$ cat src/hw/nes_cpu_pkg.sv
package nes_cpu_pkg;

    // Widths fixed by the 6502 bus
    typedef logic [7:0]  byte_t;
    typedef logic [15:0] addr_t;
    typedef logic [3:0]  ppu_reg_idx_t;

    // CPU memory map
    localparam int unsigned WRAM_BYTES = 2048;
    localparam addr_t WRAM_SPAN_END = 16'h2000;
    localparam addr_t PPU_SPAN_END  = 16'h4000;
    localparam addr_t OAMDMA_ADDR   = 16'h4014;

    typedef enum logic [1:0] {
        STATE_FETCH,
        STATE_DECODE,
        STATE_NEITHER
    } processor_state_t;

    typedef enum logic [3:0] {
        ADDRLO_FF, ADDRLO_FE, ADDRLO_FD, ADDRLO_FC, ADDRLO_FB, ADDRLO_FA,
        ADDRLO_PCLO,
        ADDRLO_RMEMBUFFER,
        ADDRLO_RMEM,
        ADDRLO_ALUOUT,
        ADDRLO_SP,
        ADDRLO_HOLD
    } addr_lo_src_t;

    typedef enum logic [2:0] {
        ADDRHI_1, ADDRHI_0, ADDRHI_FF,
        ADDRHI_PCHI,
        ADDRHI_RMEM,
        ADDRHI_ALUOUT,
        ADDRHI_HOLD
    } addr_hi_src_t;

    typedef enum logic [1:0] {
        READ_EN_R,
        READ_EN_W,
        READ_EN_NONE
    } read_en_t;

    typedef enum logic [2:0] {
        WMEMSRC_NONE, WMEMSRC_PCHI, WMEMSRC_PCLO,
        WMEMSRC_STATUS_BS, WMEMSRC_STATUS_BC,
        WMEMSRC_INSTR_STORE, WMEMSRC_RMEM, WMEMSRC_ALUOUT
    } wmem_src_t;

    typedef enum logic [1:0] {
        STORE_A, STORE_X, STORE_Y, STORE_STATUS
    } store_reg_t;

    // Index doubles as the APB paddr
    typedef enum logic [3:0] {
        PPUCTRL   = 4'd0, PPUMASK   = 4'd1, PPUSTATUS = 4'd2,
        OAMADDR   = 4'd3, OAMDATA   = 4'd4, PPUSCROLL = 4'd5,
        PPUADDR   = 4'd6, PPUDATA   = 4'd7, OAMDMA    = 4'd8
    } reg_t;

    typedef struct packed {
        processor_state_t state;
        addr_lo_src_t     addr_lo_src;
        addr_hi_src_t     addr_hi_src;
        read_en_t         r_en;
        wmem_src_t        write_mem_src;
        store_reg_t       store_reg;
    } ucode_step_t;

    typedef struct packed {
        byte_t a;
        byte_t x;
        byte_t y;
        byte_t sp;
        addr_t pc;
        byte_t alu_out;
        logic  n, v, d, i, z, c;
    } cpu_regs_t;

    // rw high means write, as on pwrite
    typedef struct packed {
        reg_t  sel;
        logic  rw;
        byte_t wdata;
    } ppu_req_t;

endpackage : nes_cpu_pkg
$ cat src/hw/ppu_reg_apb_bridge.sv
`timescale 1ns/1ps

module ppu_reg_apb_bridge import nes_cpu_pkg::*; (
    input  logic         clock,
    input  logic         reset_n,
    input  ppu_req_t     ppu_req,
    input  logic         ppu_req_valid,
    output logic         ppu_busy,
    output byte_t        ppu_rdata,
    output logic         ppu_rdone,
    output logic         psel,
    output logic         penable,
    output logic         pwrite,
    output ppu_reg_idx_t paddr,
    output byte_t        pwdata,
    input  byte_t        prdata,
    input  logic         pready
);

    typedef enum logic [1:0] {
        IDLE,
        SETUP,
        ACCESS
    } apb_state_t;

    apb_state_t state;
    ppu_req_t   req_q;
    logic       done;

    assign done = (state == ACCESS) && pready;

    always_ff @(posedge clock or negedge reset_n) begin
        if (!reset_n) begin
            state <= IDLE;
        end else begin
            case (state)
                IDLE: begin
                    if (ppu_req_valid) begin
                        state <= SETUP;
                    end
                end
                SETUP:   state <= ACCESS;
                default: begin
                    // Stay in access until the completer is ready
                    if (pready) begin
                        state <= IDLE;
                    end
                end
            endcase
        end
    end

    always_ff @(posedge clock) begin
        if (state == IDLE && ppu_req_valid) begin
            req_q <= ppu_req;
        end
        if (done && !req_q.rw) begin
            ppu_rdata <= prdata;
        end
    end

    always_ff @(posedge clock or negedge reset_n) begin
        if (!reset_n) begin
            ppu_rdone <= 1'b0;
        end else begin
            ppu_rdone <= done && !req_q.rw;
        end
    end

    assign ppu_busy = (state != IDLE);
    assign psel     = (state != IDLE);
    assign penable  = (state == ACCESS);
    assign pwrite   = req_q.rw;
    assign paddr    = ppu_reg_idx_t'(req_q.sel);
    assign pwdata   = req_q.wdata;

endmodule : ppu_reg_apb_bridge

$ cat config.mk
export PLATFORM = sky130hd
export DESIGN_NAME = ppu_reg_apb_bridge
export DESIGN_NICKNAME = d
export VERILOG_FILES = /design/src/hw/nes_cpu_pkg.sv /design/src/hw/ppu_reg_apb_bridge.sv
export SDC_FILE = /design/constraint.sdc
export NUM_CORES = 1
export LEC_CHECK = 0
export ABC_AREA = 1
export BUFFER_PORTS_ARGS = -buffer_cell sky130_fd_sc_hd__buf_2
export CAP_MARGIN = 20
export CORE_MARGIN = 4
export CORE_UTILIZATION = 39
export DETAILED_ROUTE_END_ITERATION = 7
export HOLD_SLACK_MARGIN = 0.08
export PLACE_DENSITY = 0.75
export SLEW_MARGIN = 25
export SYNTH_ARGS = -nofsm -noshare
export SYNTH_HDL_FRONTEND = slang
export SYNTH_SLANG_ARGS = --single-unit
$ cat constraint.sdc
create_clock -name clock -period 1.4 [get_ports clock]
set_input_delay 0.21 -clock clock [delete_from_list [all_inputs] [get_ports clock]]
set_output_delay 0.21 -clock clock [all_outputs]
set_load 0.01 [all_outputs]
==> reports/qor.yml <==
crit_type: "reg -> out"
overflow: 0
hold_viol: 0
drt-total-wl_um: 1650
start_util: 0.431
met2_usage: 0.242
grt_max_degree: 15
final_common_cell: "buf_2"
hold_end: "state[0]"
finalNetCount: 143
grt_pass1_vias: 574
insertion_delay_ns: 0.30
die_h_um: 52.6
routed-via-count: 582
grt_use_met1: 0.147
cpPeakStageDelay_ns: 0.43
final_cell_mix: "buf_2 (49), dlygate4sd3_1 (22), edfxtp_1 (21)"
total_power_w: 0.00198
cts_buffers: 3
slew_headroom: 0.910
setup_slack_ns: 0.112
path_cells: "nor2_2, inv_1, buf_2"
cts_tree: "built"
grt_most_used_layer: "met2"
place.gp.congestion: 0.678
hold_class: "in -> reg"
cp_max_fo: 4
postCtsSetupBuffers: 0
path_buf_inv: 2
yosysUniqueCellTypes: 8
min_period_ns: 1.29
clock-sinks: 24
switching_share: 0.256
hold_depth: 3
power_frac_seq: 0.503
drv_slew: 0
rrSetupSlack_ns: 0.23
rsz0062_at_grt: "false"
clockBufferDepth: 2
synth_fp_nets: 66
startpoint_type: "flip-flop"
clockPowerShare: 0.240
post-route-period-util: 0.920
syn_area_um2: 777
die_w_um: 52.6
netlist_instances: 41
dp_hpwl_um: 1180
ctsResizeCount: 0
routed_via_density: 4.10
drv_cap: 0
drtIter0Drc: 1
r2r-end: "pwdata[3]"
num_rows: 15
track_usage: 0.132
core_um2: 1800
ys_seq_elements: 24
antenna_cells: 0
final_antenna_net_count: 0
port_buffers: 49
syn_avg_cell_area_um2: 19.0
clk_pin_slew_worst_paths_ns: 0.12
p_leak_nw: 0.620
pre_cts_slack_ns: 0.229
whs_ns: 0.130
end_kind: "output port"
grt_pass1_wl_um: 2570
hp-start: "ppu_req_valid"
finalSetupViolCount: 0
setup_tns_ns: 0
pwr-share-comb: 0.256
cts_hold_buffers: 21
tightest_slew_ns: 0.135
critPathArrivalTime_ns: 1.08
utilization: 0.747
r2r_cells: 4
antenna_found_initial: 0
status: "completed"
p_int_w: 0.00147
grtUsageMet3: 0.00855
p_per_area_nw_per_um2: 1470
vdd_drop_max_v: 0.00130
final.fill_count: 130
die_area_um2: 2770
drtPass1Iterations: 2
cp_top_family: "flip-flops"
r2r-start: "state[1]"
ys_seq_area_frac: 0.908
htree_levels: 1
drive_gt1_frac: 0.479
area.growth.synth_to_final_pct: 73.3
clockRootBuffer: "clkbuf_4"
boundaryPins: 50
fin_worst_skew_ns: 0.00211
critPathSlowestCell: "dfrtp_1"
fmax_mhz: 777
p_switching_w: 0.000507
synth-warning-count: 0
worst_ep_required_time_ns: 1.19
drc: 0
routedWlPerCell_um: 11.6
flip-flops by register name, indices dropped and copies added, names as in the netlist:
register and flops:
ppu_rdone 1, state 2, ppu_rdata 8, paddr 4
pwdata 8, pwrite 1
cells in the mapped netlist:
master     n  area, um^2
nand3_1    1        5.00
dfrtp_1    3        75.1
nand2_1    4        15.0
edfxtp_1  21         631
nor2_1     3        11.3
nor2_2     1        6.26
buf_4      1        7.51
inv_1      7        26.3
worst max-delay path by stage:
stage	from	end	slack [ns]	cells after the start
after global placement	state[1]	pwdata[0]	0.27	4
after global routing	state[1]	psel	0.01	3
after floorplan	pwrite	ppu_rdata[0]	0.11	3
after CTS	state[1]	psel	0.09	3
after detailed placement	state[1]	paddr[3]	0.23	4
final	state[1]	psel	0.11	3
per-stage QoR:
stage,cells,area (um^2)
floorplan,41,777
finish,142,1350
global route,142,1350
detailed placement,116,1070
CTS,141,1340
global placement,116,1070
per-layer routing:
metal / share of wire / vias up
li1: - / 291
met1: 0.35 / 270
met2: 0.59 / 19
met3: 0.043 / 2
met4: 0.016 / 0
met5: 0 / -
final cells by class:
| type | count | area (um^2) | area share |
|---|---|---|---|
| multi-input cells | 9 | 37.5 | 0.0279 |
| well taps | 25 | 31.3 | 0.0232 |
| clock buffers | 3 | 22.5 | 0.0167 |
| inverters | 7 | 26.3 | 0.0195 |
| flip-flops and latches | 24 | 706 | 0.524 |
| clock inverters | 1 | 30.0 | 0.0223 |
| repair buffers | 73 | 493 | 0.366 |
worst min-delay path, delay by kind of cell:
| family | cells | cell delay, ns |
|---|---|---|
| buffers and inverters | 1 | 0.08 |
| and+or+nand+nor | 2 | 0.11 |
kinds of logic (layout without fill, tap and decap cells):
logic type / Yosys count / after routing / share of synthesized area
buffers and inverters: 8 / 84 / 0.0435
and+or+nand+nor: 9 / 9 / 0.0483
DFF: 24 / 24 / 0.908
power groups by stage:
stage	registers (W)	logic [W]	clock network, W
finish	0.000994	0.000507	0.000475
CTS	0.000996	0.000514	0.000493
detailed placement	0.00101	0.000467	0
global placement	0.00100	0.000458	0
global route	0.00101	0.000558	0.000515
floorplan	0.00107	0.000179	0
Note: power is estimated with default switching activity, not from simulation.
