==> src/hw/nes_cpu_pkg.sv <==
package nes_cpu_pkg;

    // Widths fixed by the 6502 bus
    typedef logic [7:0]  byte_t;
    typedef logic [15:0] addr_t;
    typedef logic [3:0]  ppu_reg_idx_t;

    // CPU memory map
    localparam int unsigned WRAM_BYTES = 2048;
    localparam addr_t WRAM_SPAN_END = 16'h2000;
    localparam addr_t PPU_SPAN_END  = 16'h4000;
    localparam addr_t OAMDMA_ADDR   = 16'h4014;

    typedef enum logic [1:0] {
        STATE_FETCH,
        STATE_DECODE,
        STATE_NEITHER
    } processor_state_t;

    typedef enum logic [3:0] {
        ADDRLO_FF, ADDRLO_FE, ADDRLO_FD, ADDRLO_FC, ADDRLO_FB, ADDRLO_FA,
        ADDRLO_PCLO,
        ADDRLO_RMEMBUFFER,
        ADDRLO_RMEM,
        ADDRLO_ALUOUT,
        ADDRLO_SP,
        ADDRLO_HOLD
    } addr_lo_src_t;

    typedef enum logic [2:0] {
        ADDRHI_1, ADDRHI_0, ADDRHI_FF,
        ADDRHI_PCHI,
        ADDRHI_RMEM,
        ADDRHI_ALUOUT,
        ADDRHI_HOLD
    } addr_hi_src_t;

    typedef enum logic [1:0] {
        READ_EN_R,
        READ_EN_W,
        READ_EN_NONE
    } read_en_t;

    typedef enum logic [2:0] {
        WMEMSRC_NONE, WMEMSRC_PCHI, WMEMSRC_PCLO,
        WMEMSRC_STATUS_BS, WMEMSRC_STATUS_BC,
        WMEMSRC_INSTR_STORE, WMEMSRC_RMEM, WMEMSRC_ALUOUT
    } wmem_src_t;

    typedef enum logic [1:0] {
        STORE_A, STORE_X, STORE_Y, STORE_STATUS
    } store_reg_t;

    // Index doubles as the APB paddr
    typedef enum logic [3:0] {
        PPUCTRL   = 4'd0, PPUMASK   = 4'd1, PPUSTATUS = 4'd2,
        OAMADDR   = 4'd3, OAMDATA   = 4'd4, PPUSCROLL = 4'd5,
        PPUADDR   = 4'd6, PPUDATA   = 4'd7, OAMDMA    = 4'd8
    } reg_t;

    typedef struct packed {
        processor_state_t state;
        addr_lo_src_t     addr_lo_src;
        addr_hi_src_t     addr_hi_src;
        read_en_t         r_en;
        wmem_src_t        write_mem_src;
        store_reg_t       store_reg;
    } ucode_step_t;

    typedef struct packed {
        byte_t a;
        byte_t x;
        byte_t y;
        byte_t sp;
        addr_t pc;
        byte_t alu_out;
        logic  n, v, d, i, z, c;
    } cpu_regs_t;

    // rw high means write, as on pwrite
    typedef struct packed {
        reg_t  sel;
        logic  rw;
        byte_t wdata;
    } ppu_req_t;

endpackage : nes_cpu_pkg
==> src/hw/cpu_bus_latches.sv <==
`timescale 1ns/1ps

module cpu_bus_latches import nes_cpu_pkg::*; (
    input  logic       clock,
    input  logic       reset_n,
    input  logic       advance,
    input  logic [1:0] addr_en,
    input  addr_t      next_addr,
    input  byte_t      r_data,
    input  logic       rd_valid,
    output addr_t      bus_addr,
    output byte_t      r_data_buffer
);

    addr_t addr_q;

    // New bytes show on the pins in the cycle the step is taken
    always_comb begin
        bus_addr = addr_q;
        if (advance && addr_en[0]) begin
            bus_addr[7:0] = next_addr[7:0];
        end
        if (advance && addr_en[1]) begin
            bus_addr[15:8] = next_addr[15:8];
        end
    end

    always_ff @(posedge clock or negedge reset_n) begin
        if (!reset_n) begin
            addr_q <= '0;
        end else if (advance) begin
            addr_q <= bus_addr;
        end
    end

    // Previous read byte, kept for indirect address steps
    always_ff @(posedge clock or negedge reset_n) begin
        if (!reset_n) begin
            r_data_buffer <= '0;
        end else if (rd_valid) begin
            r_data_buffer <= r_data;
        end
    end

endmodule : cpu_bus_latches

==> config.mk <==
export PLATFORM = sky130hd
export DESIGN_NAME = cpu_bus_latches
export DESIGN_NICKNAME = d
export VERILOG_FILES = /design/src/hw/nes_cpu_pkg.sv /design/src/hw/cpu_bus_latches.sv
export SDC_FILE = /design/constraint.sdc
export NUM_CORES = 1
export LEC_CHECK = 0
export BUFFER_PORTS_ARGS = -buffer_cell sky130_fd_sc_hd__buf_2
export CAP_MARGIN = 25
export CORE_ASPECT_RATIO = 1.2
export CORE_MARGIN = 4
export CORE_UTILIZATION = 35
export DETAILED_ROUTE_END_ITERATION = 8
export GPL_ROUTABILITY_DRIVEN = 1
export GPL_TIMING_DRIVEN = 1
export SLEW_MARGIN = 20
export SYNTH_ARGS = -nofsm -noshare
export SYNTH_HDL_FRONTEND = slang
export SYNTH_SLANG_ARGS = --single-unit
export TNS_END_PERCENT = 20
==> constraint.sdc <==
create_clock -name clock -period 1.98 [get_ports clock]
set_input_delay 0.198 -clock clock [delete_from_list [all_inputs] [get_ports clock]]
set_output_delay 0.198 -clock clock [all_outputs]
set_load 0.005 [all_outputs]
==> flow_summary_export.csv <==
group,metric,value,unit
status,status,"completed",
synth,synthCells,69,
sta,setup_viol,0,
clock_tree,clock_sinks,24,
clock_tree,clockBufferDepth,2,
detailed_routing,wl,2.03,mm
pwr,power.density,760,mW/mm2
synth,synth_xor_area_share,0,%
sta,fmax,768,MHz
cells_and_area,antenna_cells,0,
setup_path,crit_fanout,16,
min_path,hp-class,"in -> reg",
sta,worstMarginPinSlew,0.521,ns
die,io_pins,54,
setup_path,critPathBufInv,2,
sta,drv_slew,0,
cells_and_area,drive_gt1_share,79.8,%
die,fp.dieW,59.0,um
synth,synthDistinctLibCells,5,
grt,antenna_found_initial,0,
setup_path,path_common_cell,"buf_2",
pwr,ir_drop,0.000379,V
clock_tree,cts_tree,"yes",
synth,synth_top_family_by_area,"multiplexers",
clock_tree,cts_root_buffer,"clkbuf_4",
pwr,switchingPower,255,uW
pwr,switching_share,23.6,%
die,start_util,37.7,%
cells_and_area,layout.nets,155,
detailed_routing,drc,0,
clock_tree,cts_buffers,3,
synth,ys_seq_area_share,55.0,%
cells_and_area,n_fill_cell,286,
setup_path,cp.arrival,1.10,ns
grt,grt.overflow.total,0,
synth,synth.mux.area_fraction,41.3,%
pwr,power_frac_clock,23.1,%
setup_path,slowest_stage,"mux2_2",
synth,synth-adder-area-share,0,%
synth,syn-num-nets,99,
grt,grt.total_usage,10.6,%
setup_path,max_stage_delay,0.38,ns
setup_path,crit_family,"multiplexers",
detailed_routing,via_count,759,
pwr,power_leakage,0.685,nW
synth,synth-seq-cells,24,
detailed_routing,first_pass_iters,2,
sta,final.period_utilization,65.8,%
run,max_cap_violations,0,
detailed_routing,wl_per_cell,12.8,um
detailed_routing,vias_per_cell,4.80,
die,die_h,69.2,um
clock_tree,cts_max_level,1,
clock_tree,insertion_delay,0.30,ns
clock_tree,post_cts_buffers,0,
clock_tree,clkTransAtPathRegs,0.12,ns
synth,yosysWarnings,0,
cells_and_area,regArea,601,um2
setup_path,startpoint_type,"primary input",
cells_and_area,syn_to_final_growth,29.9,%
sta,final.setup.tns,0,ns
synth,yosys.area_share.simple,1.15,%
sta,rsz0062_at_grt,"no",
synth,synth_compound_area_share,0,%
synth,netlist_area,0.00109,mm2
setup_path,path_cells,"buf_2 > nand2_2 > mux2_2 > buf_2",
pwr,power_frac_seq,53.9,%
sta,period_needed,1.30,ns
die,rows,21,
grt,grt_pass1_vias,788,
place,place.gp.congestion,0.643,
grt,grt_pass1_wl,3.34,mm
sta,slew_headroom,65.2,%
setup_path,worstSetupEndpointType,"output pin",
clock_tree,cts_resized,0,
pwr,combPwrFrac,23.0,%
sta,fin_skew,0,ns
setup_path,crit_type,"in -> out",
pwr,intPower,823,uW
cells_and_area,post-route-util,49.0,%
detailed_routing,antenna_left,0,
synth,avgSynthCellArea,15.8,um2
detailed_routing,drt_iter0_drc,33,
die,core_area,0.00289,mm2
cells_and_area,multi_input_area,463,um2
place,port_buffers,53,
die,dieArea,0.00408,mm2
place,dp_hpwl,1.61,mm
grt,grt_max_degree,25,
sta,hold_viol,0,
setup_path,required,1.78,ns
-- stage by stage --
stage               total power [mW]  hold slack, ns  std cells  area (um2)  setup slack, ns
floorplan                      0.727         -0.0976         69        1090            0.973
global placement               0.834           0.211        153        1370            0.690
detailed placement             0.845           0.211        153        1370            0.663
CTS                             1.10          0.0944        158        1420            0.657
global route                    1.15           0.101        158        1420            0.600
finish                          1.08           0.114        158        1420            0.678
-- cells by family after synthesis --
family | count (synthesis)
flops | 24
mux | 40
buf+inv | 3
simple gates | 2
-- cell type report --
| type | instances | area share [%] |
|---|---|---|
| sequential | 24 | 42.4 |
| multi-input combinational | 42 | 32.7 |
| timing repair buffer | 54 | 19.4 |
| tap | 34 | 3.00 |
| clock buffer | 4 | 2.56 |
-- synthesized netlist by cell type --
master   count  area (um2)
buf_2        1        5.00
nand2_2      2        12.5
dfrtp_1     24         601
buf_6        2        22.5
mux2_2      40         450
-- power by group through the flow --
stage | Sequential [mW] | Combinational (mW) | Clock [mW]
2_1_floorplan | 0.587 | 0.140 | 0
3_3_place_gp | 0.587 | 0.247 | 0
3_5_place_dp | 0.592 | 0.253 | 0
4_1_cts | 0.582 | 0.256 | 0.267
5_1_grt | 0.590 | 0.275 | 0.283
6_report | 0.581 | 0.248 | 0.249
-- placed cells by master, fill, tap and decap left out --
master | Yosys | layout
buf_2 | 1 | 53
clkbuf_4 | 0 | 3
clkbuf_8 | 0 | 1
dfrtp_1 | 24 | 24
dlygate4sd3_1 | 0 | 1
mux2_2 | 40 | 40
nand2_2 | 2 | 2
-- path summary, 6_finish.rpt --
check | from | slack (ns) | endpoint | depth (start not counted)
max | advance | 0.68 | bus_addr[11] | 4
min | r_data[1] | 0.11 | r_data_buffer[1]$_DFFE_PN0P_ | 2
max reg2reg | addr_q[8]$_DFFE_PN0P_ | 1.22 | addr_q[8]$_DFFE_PN0P_ | 1
min reg2reg | r_data_buffer[2]$_DFFE_PN0P_ | 0.51 | r_data_buffer[2]$_DFFE_PN0P_ | 1
max in group asynchronous | reset_n | 1.24 | r_data_buffer[3]$_DFFE_PN0P_ | 2
min in group asynchronous | reset_n | 0.39 | r_data_buffer[4]$_DFFE_PN0P_ | 2
-- registers in the layout, summed over array words and instances, names as in the netlist --
| register | flops |
|---|---|
| addr_q | 16 |
| r_data_buffer | 8 |
-- timing repair --
action / 4_1_cts / 5_1_grt
endpoints found under the hold margin: 24 / 0
hold buffers: 1 / 0
endpoints found under the setup margin: 0 / 0
-- metal layers --
metal / wire [um] / vias up / part of all wire (%) / GRT usage [%]
li1: - / 359 / - / -
met2: 1100 / 24 / 54 / 19.0
met3: 131 / 4 / 6.5 / 1.87
met4: 41 / 0 / 2.0 / 6.80
met1: 754 / 372 / 37 / 10.6
met5: 0 / - / 0 / 0
No activity file was read; power rests on OpenSTA's default activity.
