$ cat src/hw/nes_cpu_pkg.sv
package nes_cpu_pkg;

    // Widths fixed by the 6502 bus
    typedef logic [7:0]  byte_t;
    typedef logic [15:0] addr_t;
    typedef logic [3:0]  ppu_reg_idx_t;

    // CPU memory map
    localparam int unsigned WRAM_BYTES = 2048;
    localparam addr_t WRAM_SPAN_END = 16'h2000;
    localparam addr_t PPU_SPAN_END  = 16'h4000;
    localparam addr_t OAMDMA_ADDR   = 16'h4014;

    typedef enum logic [1:0] {
        STATE_FETCH,
        STATE_DECODE,
        STATE_NEITHER
    } processor_state_t;

    typedef enum logic [3:0] {
        ADDRLO_FF, ADDRLO_FE, ADDRLO_FD, ADDRLO_FC, ADDRLO_FB, ADDRLO_FA,
        ADDRLO_PCLO,
        ADDRLO_RMEMBUFFER,
        ADDRLO_RMEM,
        ADDRLO_ALUOUT,
        ADDRLO_SP,
        ADDRLO_HOLD
    } addr_lo_src_t;

    typedef enum logic [2:0] {
        ADDRHI_1, ADDRHI_0, ADDRHI_FF,
        ADDRHI_PCHI,
        ADDRHI_RMEM,
        ADDRHI_ALUOUT,
        ADDRHI_HOLD
    } addr_hi_src_t;

    typedef enum logic [1:0] {
        READ_EN_R,
        READ_EN_W,
        READ_EN_NONE
    } read_en_t;

    typedef enum logic [2:0] {
        WMEMSRC_NONE, WMEMSRC_PCHI, WMEMSRC_PCLO,
        WMEMSRC_STATUS_BS, WMEMSRC_STATUS_BC,
        WMEMSRC_INSTR_STORE, WMEMSRC_RMEM, WMEMSRC_ALUOUT
    } wmem_src_t;

    typedef enum logic [1:0] {
        STORE_A, STORE_X, STORE_Y, STORE_STATUS
    } store_reg_t;

    // Index doubles as the APB paddr
    typedef enum logic [3:0] {
        PPUCTRL   = 4'd0, PPUMASK   = 4'd1, PPUSTATUS = 4'd2,
        OAMADDR   = 4'd3, OAMDATA   = 4'd4, PPUSCROLL = 4'd5,
        PPUADDR   = 4'd6, PPUDATA   = 4'd7, OAMDMA    = 4'd8
    } reg_t;

    typedef struct packed {
        processor_state_t state;
        addr_lo_src_t     addr_lo_src;
        addr_hi_src_t     addr_hi_src;
        read_en_t         r_en;
        wmem_src_t        write_mem_src;
        store_reg_t       store_reg;
    } ucode_step_t;

    typedef struct packed {
        byte_t a;
        byte_t x;
        byte_t y;
        byte_t sp;
        addr_t pc;
        byte_t alu_out;
        logic  n, v, d, i, z, c;
    } cpu_regs_t;

    // rw high means write, as on pwrite
    typedef struct packed {
        reg_t  sel;
        logic  rw;
        byte_t wdata;
    } ppu_req_t;

endpackage : nes_cpu_pkg
$ cat src/hw/mem_inputs.sv
`timescale 1ns/1ps

module mem_inputs import nes_cpu_pkg::*; (
    input  ucode_step_t step,
    input  cpu_regs_t   regs,
    input  byte_t       r_data,
    input  byte_t       r_data_buffer,
    output addr_t       next_addr,
    output logic [1:0]  addr_en,
    output logic        mem_r_en,
    output logic        access_en,
    output byte_t       w_data
);

    logic  fetch_or_decode;
    byte_t status_bs;
    byte_t status_bc;

    assign fetch_or_decode = (step.state != STATE_NEITHER);

    // NV-BDIZC, bit 5 always set
    assign status_bs = {regs.n, regs.v, 1'b1, 1'b1, regs.d, regs.i, regs.z, regs.c};
    assign status_bc = {regs.n, regs.v, 1'b1, 1'b0, regs.d, regs.i, regs.z, regs.c};

    always_comb begin
        next_addr = '0;
        addr_en   = 2'b11;
        mem_r_en  = 1'b1;
        access_en = 1'b1;

        if (fetch_or_decode) begin
            // Opcode and operand fetches always come from PC
            next_addr[7:0] = regs.pc[7:0];
            if (step.addr_hi_src == ADDRHI_RMEM) begin
                next_addr[15:8] = r_data;
            end else begin
                next_addr[15:8] = regs.pc[15:8];
            end
        end else begin
            case (step.addr_lo_src)
                ADDRLO_FF:         next_addr[7:0] = 8'hFF;
                ADDRLO_FE:         next_addr[7:0] = 8'hFE;
                ADDRLO_FD:         next_addr[7:0] = 8'hFD;
                ADDRLO_FC:         next_addr[7:0] = 8'hFC;
                ADDRLO_FB:         next_addr[7:0] = 8'hFB;
                ADDRLO_FA:         next_addr[7:0] = 8'hFA;
                ADDRLO_PCLO:       next_addr[7:0] = regs.pc[7:0];
                ADDRLO_RMEMBUFFER: next_addr[7:0] = r_data_buffer;
                ADDRLO_RMEM:       next_addr[7:0] = r_data;
                ADDRLO_ALUOUT:     next_addr[7:0] = regs.alu_out;
                ADDRLO_SP:         next_addr[7:0] = regs.sp;
                default:           addr_en[0] = 1'b0;
            endcase

            case (step.addr_hi_src)
                ADDRHI_1:      next_addr[15:8] = 8'h01;
                ADDRHI_0:      next_addr[15:8] = 8'h00;
                ADDRHI_FF:     next_addr[15:8] = 8'hFF;
                ADDRHI_PCHI:   next_addr[15:8] = regs.pc[15:8];
                ADDRHI_RMEM:   next_addr[15:8] = r_data;
                ADDRHI_ALUOUT: next_addr[15:8] = regs.alu_out;
                default:       addr_en[1] = 1'b0;
            endcase

            case (step.r_en)
                READ_EN_W: mem_r_en = 1'b0;
                READ_EN_NONE: begin
                    // Address-only step
                    access_en = 1'b0;
                end
                default: mem_r_en = 1'b1;
            endcase
        end
    end

    always_comb begin
        case (step.write_mem_src)
            WMEMSRC_PCHI:      w_data = regs.pc[15:8];
            WMEMSRC_PCLO:      w_data = regs.pc[7:0];
            WMEMSRC_STATUS_BS: w_data = status_bs;
            WMEMSRC_STATUS_BC: w_data = status_bc;
            WMEMSRC_INSTR_STORE: begin
                case (step.store_reg)
                    STORE_A: w_data = regs.a;
                    STORE_X: w_data = regs.x;
                    STORE_Y: w_data = regs.y;
                    // PHP pushes with B set
                    default: w_data = status_bs;
                endcase
            end
            WMEMSRC_RMEM:      w_data = r_data;
            WMEMSRC_ALUOUT:    w_data = regs.alu_out;
            default:           w_data = '0;
        endcase
    end

endmodule : mem_inputs

$ cat config.mk
export PLATFORM = sky130hd
export DESIGN_NAME = mem_inputs
export DESIGN_NICKNAME = d
export VERILOG_FILES = /design/src/hw/nes_cpu_pkg.sv /design/src/hw/mem_inputs.sv
export SDC_FILE = /design/constraint.sdc
export NUM_CORES = 1
export LEC_CHECK = 0
export CAP_MARGIN = 20
export CORE_ASPECT_RATIO = 2
export CORE_MARGIN = 8
export CORE_UTILIZATION = 40
export DETAILED_ROUTE_END_ITERATION = 10
export DONT_BUFFER_PORTS = 1
export REMOVE_ABC_BUFFERS = 1
export SLEW_MARGIN = 25
export SYNTH_ARGS = -nofsm -noshare
export SYNTH_HDL_FRONTEND = slang
export SYNTH_SLANG_ARGS = --single-unit
$ cat constraint.sdc
create_clock -name vclk -period 3
set_clock_uncertainty 0.1 [all_clocks]
set_input_delay 0.9 -clock vclk [all_inputs]
set_output_delay 0.9 -clock vclk [all_outputs]
set_load 0.01 [all_outputs]
==> summary.md, run 1 <==
| Metric | Value |
|---|---|
| Fin worst setup slack | about 100 ps |
| Share of total power in the clock network | 0 |
| Critical path arrival | ~1900 ps |
| Layout area overhead | 3.11% |
| Post-Synthesis Cell Area | between 1500 and 2000 um2 |
| Status | completed |
| RSZ-0062 raised after global routing | no |
| Ranking of synthesized cells by area | mux2i_1, mux4_2, a21oi_1, nor2b_1, o21ai_0 |
| Combinational share of power | 1.000 |
| Yosys warning total | 0 |
| Most frequent CP cell | and2_1 |
| Share of post-route cells with drive strength above 1 | 0.130 |
| Fmax | between 300 and 400 MHz |
| Top cells by count, synth | mux2i_1, nand2_1, a21oi_1 |
| GR Util met3 | 0.0438 |
| Internal Power | 0.000111 W |
| Drt total wl | 6520 um |
| Initial Utilization | 0.419 |
| Count of final setup violators | 0 |
| Drt first pass iters | 4 |
| DP Worst Slack | 103 ps |
| Seq cells | 0 |
| Die area | 6440 um2 |
| Final worst path period need | 2900 ps |
| First DRT Iteration DRCs | 29 |
| Adder-cell share of the synthesized area | 0 |
| Placed wire-length estimate | 5480 um |
| IO Count | 122 |
| Worst VDD drop | about 0.043 mV |
| DIE HEIGHT | ~110 um |
| Placed inst area | 1660 um2 |
| Worst slew margin | 0.754 |
| Clkbuf count | 0 |
| # diodes | 0 |
| First-pass GRT wire length | 9800 um |
| FP Rows | 32 |
| All-layer global routing usage | 0.190 |
| Met1 usage | 0.192 |
| Hold Path Class | in2out |
| Required time worst endpoint | 2000 ps |
| Critical Path Fanout Max | 14 |
| Count of different cell masters after synthesis | 43 |
| # fillers | 455 |
| Largest family of logic cells by synthesized area | compound AO/OA/AOI/OAI gates |
| Critical path capture point type | output pin |
| Power share of the sequential group | 0 |
| Share of the synthesized area in the top cell type | 0.186 |
| Seq/Total Area, Yosys | 0 |
| DRC | 0 |
| Total grt overflow | 0 |
| Top Usage Layer GRT | met2 |
| Syn Inst Count | 224 |
| Pin count of the biggest net entering global routing | 26 |
| CP max stage delay | 320 ps |
| Core area | 3840 um2 |
| WL/cell | 24.5 um |
| Pleak | approximately 0.6 nW |
| Number of global-route vias before repair | 1860 |
| Seq. cell area | 0 um2 |
| Nets | about 310 |
| IO Port Bufs | 0 |
| Initial antenna violation count | 0 |
| Sw Pwr | 0.0000992 W |
| Area of the multi-input gates | 1490 um2 |
| Final Power | 0.000210 W |
| Final ANT Viol Nets | 0 |
| Family with the most delay on the worst path | simple AND/OR/NAND/NOR gates |
| Hold Vio Cnt, Final | 0 |
| Crit path kind | in2out |
| Die width | 60.9 um |
| Synth Area in Compound Gates | 0.347 |
| Worst path bufs/invs | 1 |
| Placer Congestion | 0.856 |
| Switching share of power | 0.471 |
| Portion of netlist area occupied by mux cells | 0.312 |
| Worst Tran Pin Value | roughly 370 ps |
| Grt met2 use | 0.381 |
| Mapped Avg Cell Area | 7.19 um2 |
| CP Cell Sequence | and2_1 -> and2_1 -> o221ai_1 -> o311ai_0 -> buf_4 |
| XOR/XNOR Fraction of Synth Area | 0 |
| Area share of and/or/nand/nor cells after synthesis | 0.263 |
| Max-slew violation count | 0 |
| Post-CTS setup repair buffer count | 0 |
| Total via count in the routed design | 1774 |
| Design Area, Final | approximately 1700 um2 |
| Maxcap violations | 0 |
| Synth area leader | mux2i_1 |
| Cell with the most instances after synthesis | mux2i_1 |
| PwrDens | between 100 and 150 nW/um2 |
| Startpoint types | primary input |
| PostCTS Resize Cnt | 0 |
| # hold bufs at CTS | 0 |
| Vias per std cell | 6.67 |
| Crit-path slowest cell | and2_1 |
| Crit share post-route | 0.968 |
## cell usage in the layout, fill, tap and decap left out, types with 7 or more instances in the layout
cell,n
a21oi_1,17
a22oi_1,7
buf_4,13
mux2i_1,30
nand2_1,18
nand2b_1,10
nand3_1,9
nor2_1,9
nor2b_1,11
o21ai_0,15
o221ai_1,8
o22ai_1,11
## cells by family (layout without fill, tap and decap cells)
logic type / after synthesis / count (layout)
AO/OA/AOI/OAI: 82 / 82
AND/OR/NAND/NOR: 75 / 75
multiplexers: 42 / 42
buffers and inverters: 25 / 16
## metrics by stage
step / hold slack, ps / std cells / utilization / setup TNS [ps]
4_1_cts: 1810 / 266 / 0.432 / 0
3_3_place_gp: 1810 / 266 / 0.432 / 0
6_report: 1800 / 266 / 0.432 / 0
2_1_floorplan: 1790 / 202 / - / -1560
5_1_grt: 1820 / 266 / 0.432 / 0
3_5_place_dp: 1810 / 266 / 0.432 / 0
## routing by layer
metal | part of all wire | vias up
li1 | - | 861
met1 | 0.35 | 854
met2 | 0.57 | 59
met3 | 0.086 | 0
met4 | 0 | 0
met5 | 0 | -
## layout make-up
cell class	count	share of cell area
repair buffers	13	0.0587
inverters	3	0.00678
multi-input cells	199	0.896
well taps	51	0.0384
## path summary, 6_finish.rpt
path / startpoint / endpoint / slack [ps] / depth (start not counted)
max: step[2] / w_data[4] / 100 / 5
min: step[9] / addr_en[1] / 1800 / 1
## power by group through the flow
stage | registers (W) | logic [W] | clock network, W
final | 0 | 0.000210 | 0
after detailed placement | 0 | 0.000212 | 0
after global routing | 0 | 0.000230 | 0
after CTS | 0 | 0.000213 | 0
after global placement | 0 | 0.000209 | 0
after floorplan | 0 | 0.000163 | 0
(Power assumes the default switching activity.)
==> inputs of run 2 (changes only) <==
--- a/config.mk
+++ b/config.mk
@@ -16,3 +16,4 @@
 export SYNTH_ARGS = -nofsm -noshare
 export SYNTH_HDL_FRONTEND = slang
 export SYNTH_SLANG_ARGS = --single-unit
+export TNS_END_PERCENT = 100
==> constraint.sdc (replaced) <==
create_clock -name vclk -period 3.76
set_clock_uncertainty 0.1 [all_clocks]
set_input_delay 1.128 -clock vclk [all_inputs]
set_output_delay 1.128 -clock vclk [all_outputs]
set_load 0.01 [all_outputs]
==> summary.md, run 2 (synthesis gave the netlist of run 1 again) <==
| Metric | Value |
|---|---|
| Status | completed |
| Placer Congestion | a little under 0.8 |
| Power share of the sequential group | 0 |
| Pleak | 0.563 nW |
| Die width | 60.9 um |
| Initial antenna violation count | 0 |
| Core area | 3840 um2 |
| Max-slew violation count | 0 |
| Required time worst endpoint | between 2000 and 3000 ps |
| Area of the multi-input gates | approximately 1500 um2 |
| WL/cell | 25.6 um |
| Fin worst setup slack | 422 ps |
| Combinational share of power | 1.000 |
| Number of global-route vias before repair | 1855 |
| Nets | 304 |
| Share of post-route cells with drive strength above 1 | 0.101 |
| # hold bufs at CTS | 0 |
| Worst hold stages | 1 |
| Critical path arrival | 2110 ps |
| Crit path kind | in2out |
| IO Count | between 100 and 150 |
| Die area | 6440 um2 |
| Post-CTS setup repair buffer count | 0 |
| # fillers | 438 |
| DRC | 0 |
| Layout area overhead | -0.156% |
| DP Worst Slack | 415 ps |
| Seq cells | 0 |
| Switching share of power | 0.489 |
| FP Rows | 32 |
| Most frequent cells in the layout | mux2i_1, nand2_1, a21oi_1, o21ai_0 |
| PostCTS Resize Cnt | 0 |
| PwrDens | around 98 nW/um2 |
| Total via count in the routed design | 1803 |
| Final ANT Viol Nets | 0 |
| Design Area, Final | 1610 um2 |
| Vias per std cell | about 7.0 |
| Fmax | 300 MHz |
| Maxcap violations | 0 |
| Drt first pass iters | 4 |
| Initial Utilization | 0.419 |
| Share of total power in the clock network | 0 |
| Worst VDD drop | ~0.048 mV |
| Total grt overflow | 0 |
| Seq. cell area | 0 um2 |
| Worst Tran Pin Value | 912 ps |
| First-pass GRT wire length | 9920 um |
| Placed inst area | 1610 um2 |
| Setup TNS | 0 ps |
| Clkbuf count | 0 |
| Worst slew margin | 0.384 |
| DIE HEIGHT | 106 um |
| Sw Pwr | 0.0000775 W |
| IO Port Bufs | 0 |
| Final Power | 0.000158 W |
| Hold Path Class | in2out |
| All-layer global routing usage | 0.193 |
| Pin count of the biggest net entering global routing | 26 |
| RSZ-0062 raised after global routing | no |
| First DRT Iteration DRCs | 38 |
| Most common cell after layout, fill and taps aside | mux2i_1 |
| Critical path capture point type | output pin |
| Worst hold slack | around 2300 ps |
| Count of final setup violators | 0 |
| Internal Power | 0.0000809 W |
| Crit share post-route | 0.888 |
| Startpoint types | primary input |
| Critical Path Fanout Max | 14 |
| Placed wire-length estimate | 5470 um |
| Drt total wl | about 6600 um |
| Hold Vio Cnt, Final | 0 |
| # diodes | 0 |
| Final worst path period need | 3340 ps |
[run 2: cell count changes in the layout (fill, tap and decap cells not counted)]
cell | previous run | this run
buf_4 | 13 | 6
[run 2: worst max-delay path, stage by stage]
cell and delay (ps):
and2_1 170, and2_1 340, o221ai_1 190, o311ai_0 290
[run 2: cell type report]
| cell class | instances | share of cell area |
|---|---|---|
| Multi-Input combinational cell | 199 | 0.925 |
| Inverter | 3 | 0.00700 |
| Tap cell | 51 | 0.0397 |
| Timing Repair Buffer | 6 | 0.0280 |
[run 2: metal layers]
layer / part of all wire / GRT usage / routed length, um / up-vias
li1: - / - / - / 850
met2: 0.57 / 0.380 / 3780 / 77
met1: 0.33 / 0.193 / 2190 / 874
met5: 0 / 0 / 0 / -
met4: 0.0051 / 0.00840 / 34 / 0
met3: 0.092 / 0.0524 / 610 / 2
[run 2: metrics by stage]
| stage | std cells | util |
|---|---|---|
| after floorplan | 202 | - |
| after global placement | 259 | 0.419 |
| after detailed placement | 259 | 0.419 |
| after CTS | 259 | 0.419 |
| after global routing | 259 | 0.419 |
| final | 259 | 0.419 |
[run 2: power by group through the flow]
| stage | registers [W] | logic, W | clock network (W) |
|---|---|---|---|
| final | 0 | 0.000158 | 0 |
| after global routing | 0 | 0.000173 | 0 |
| after CTS | 0 | 0.000160 | 0 |
| after detailed placement | 0 | 0.000159 | 0 |
| after global placement | 0 | 0.000158 | 0 |
| after floorplan | 0 | 0.000130 | 0 |
[run 2: worst paths after layout]
kind	start	to
worst max-delay path	step[2]	w_data[4]
worst min-delay path	step[9]	addr_en[1]
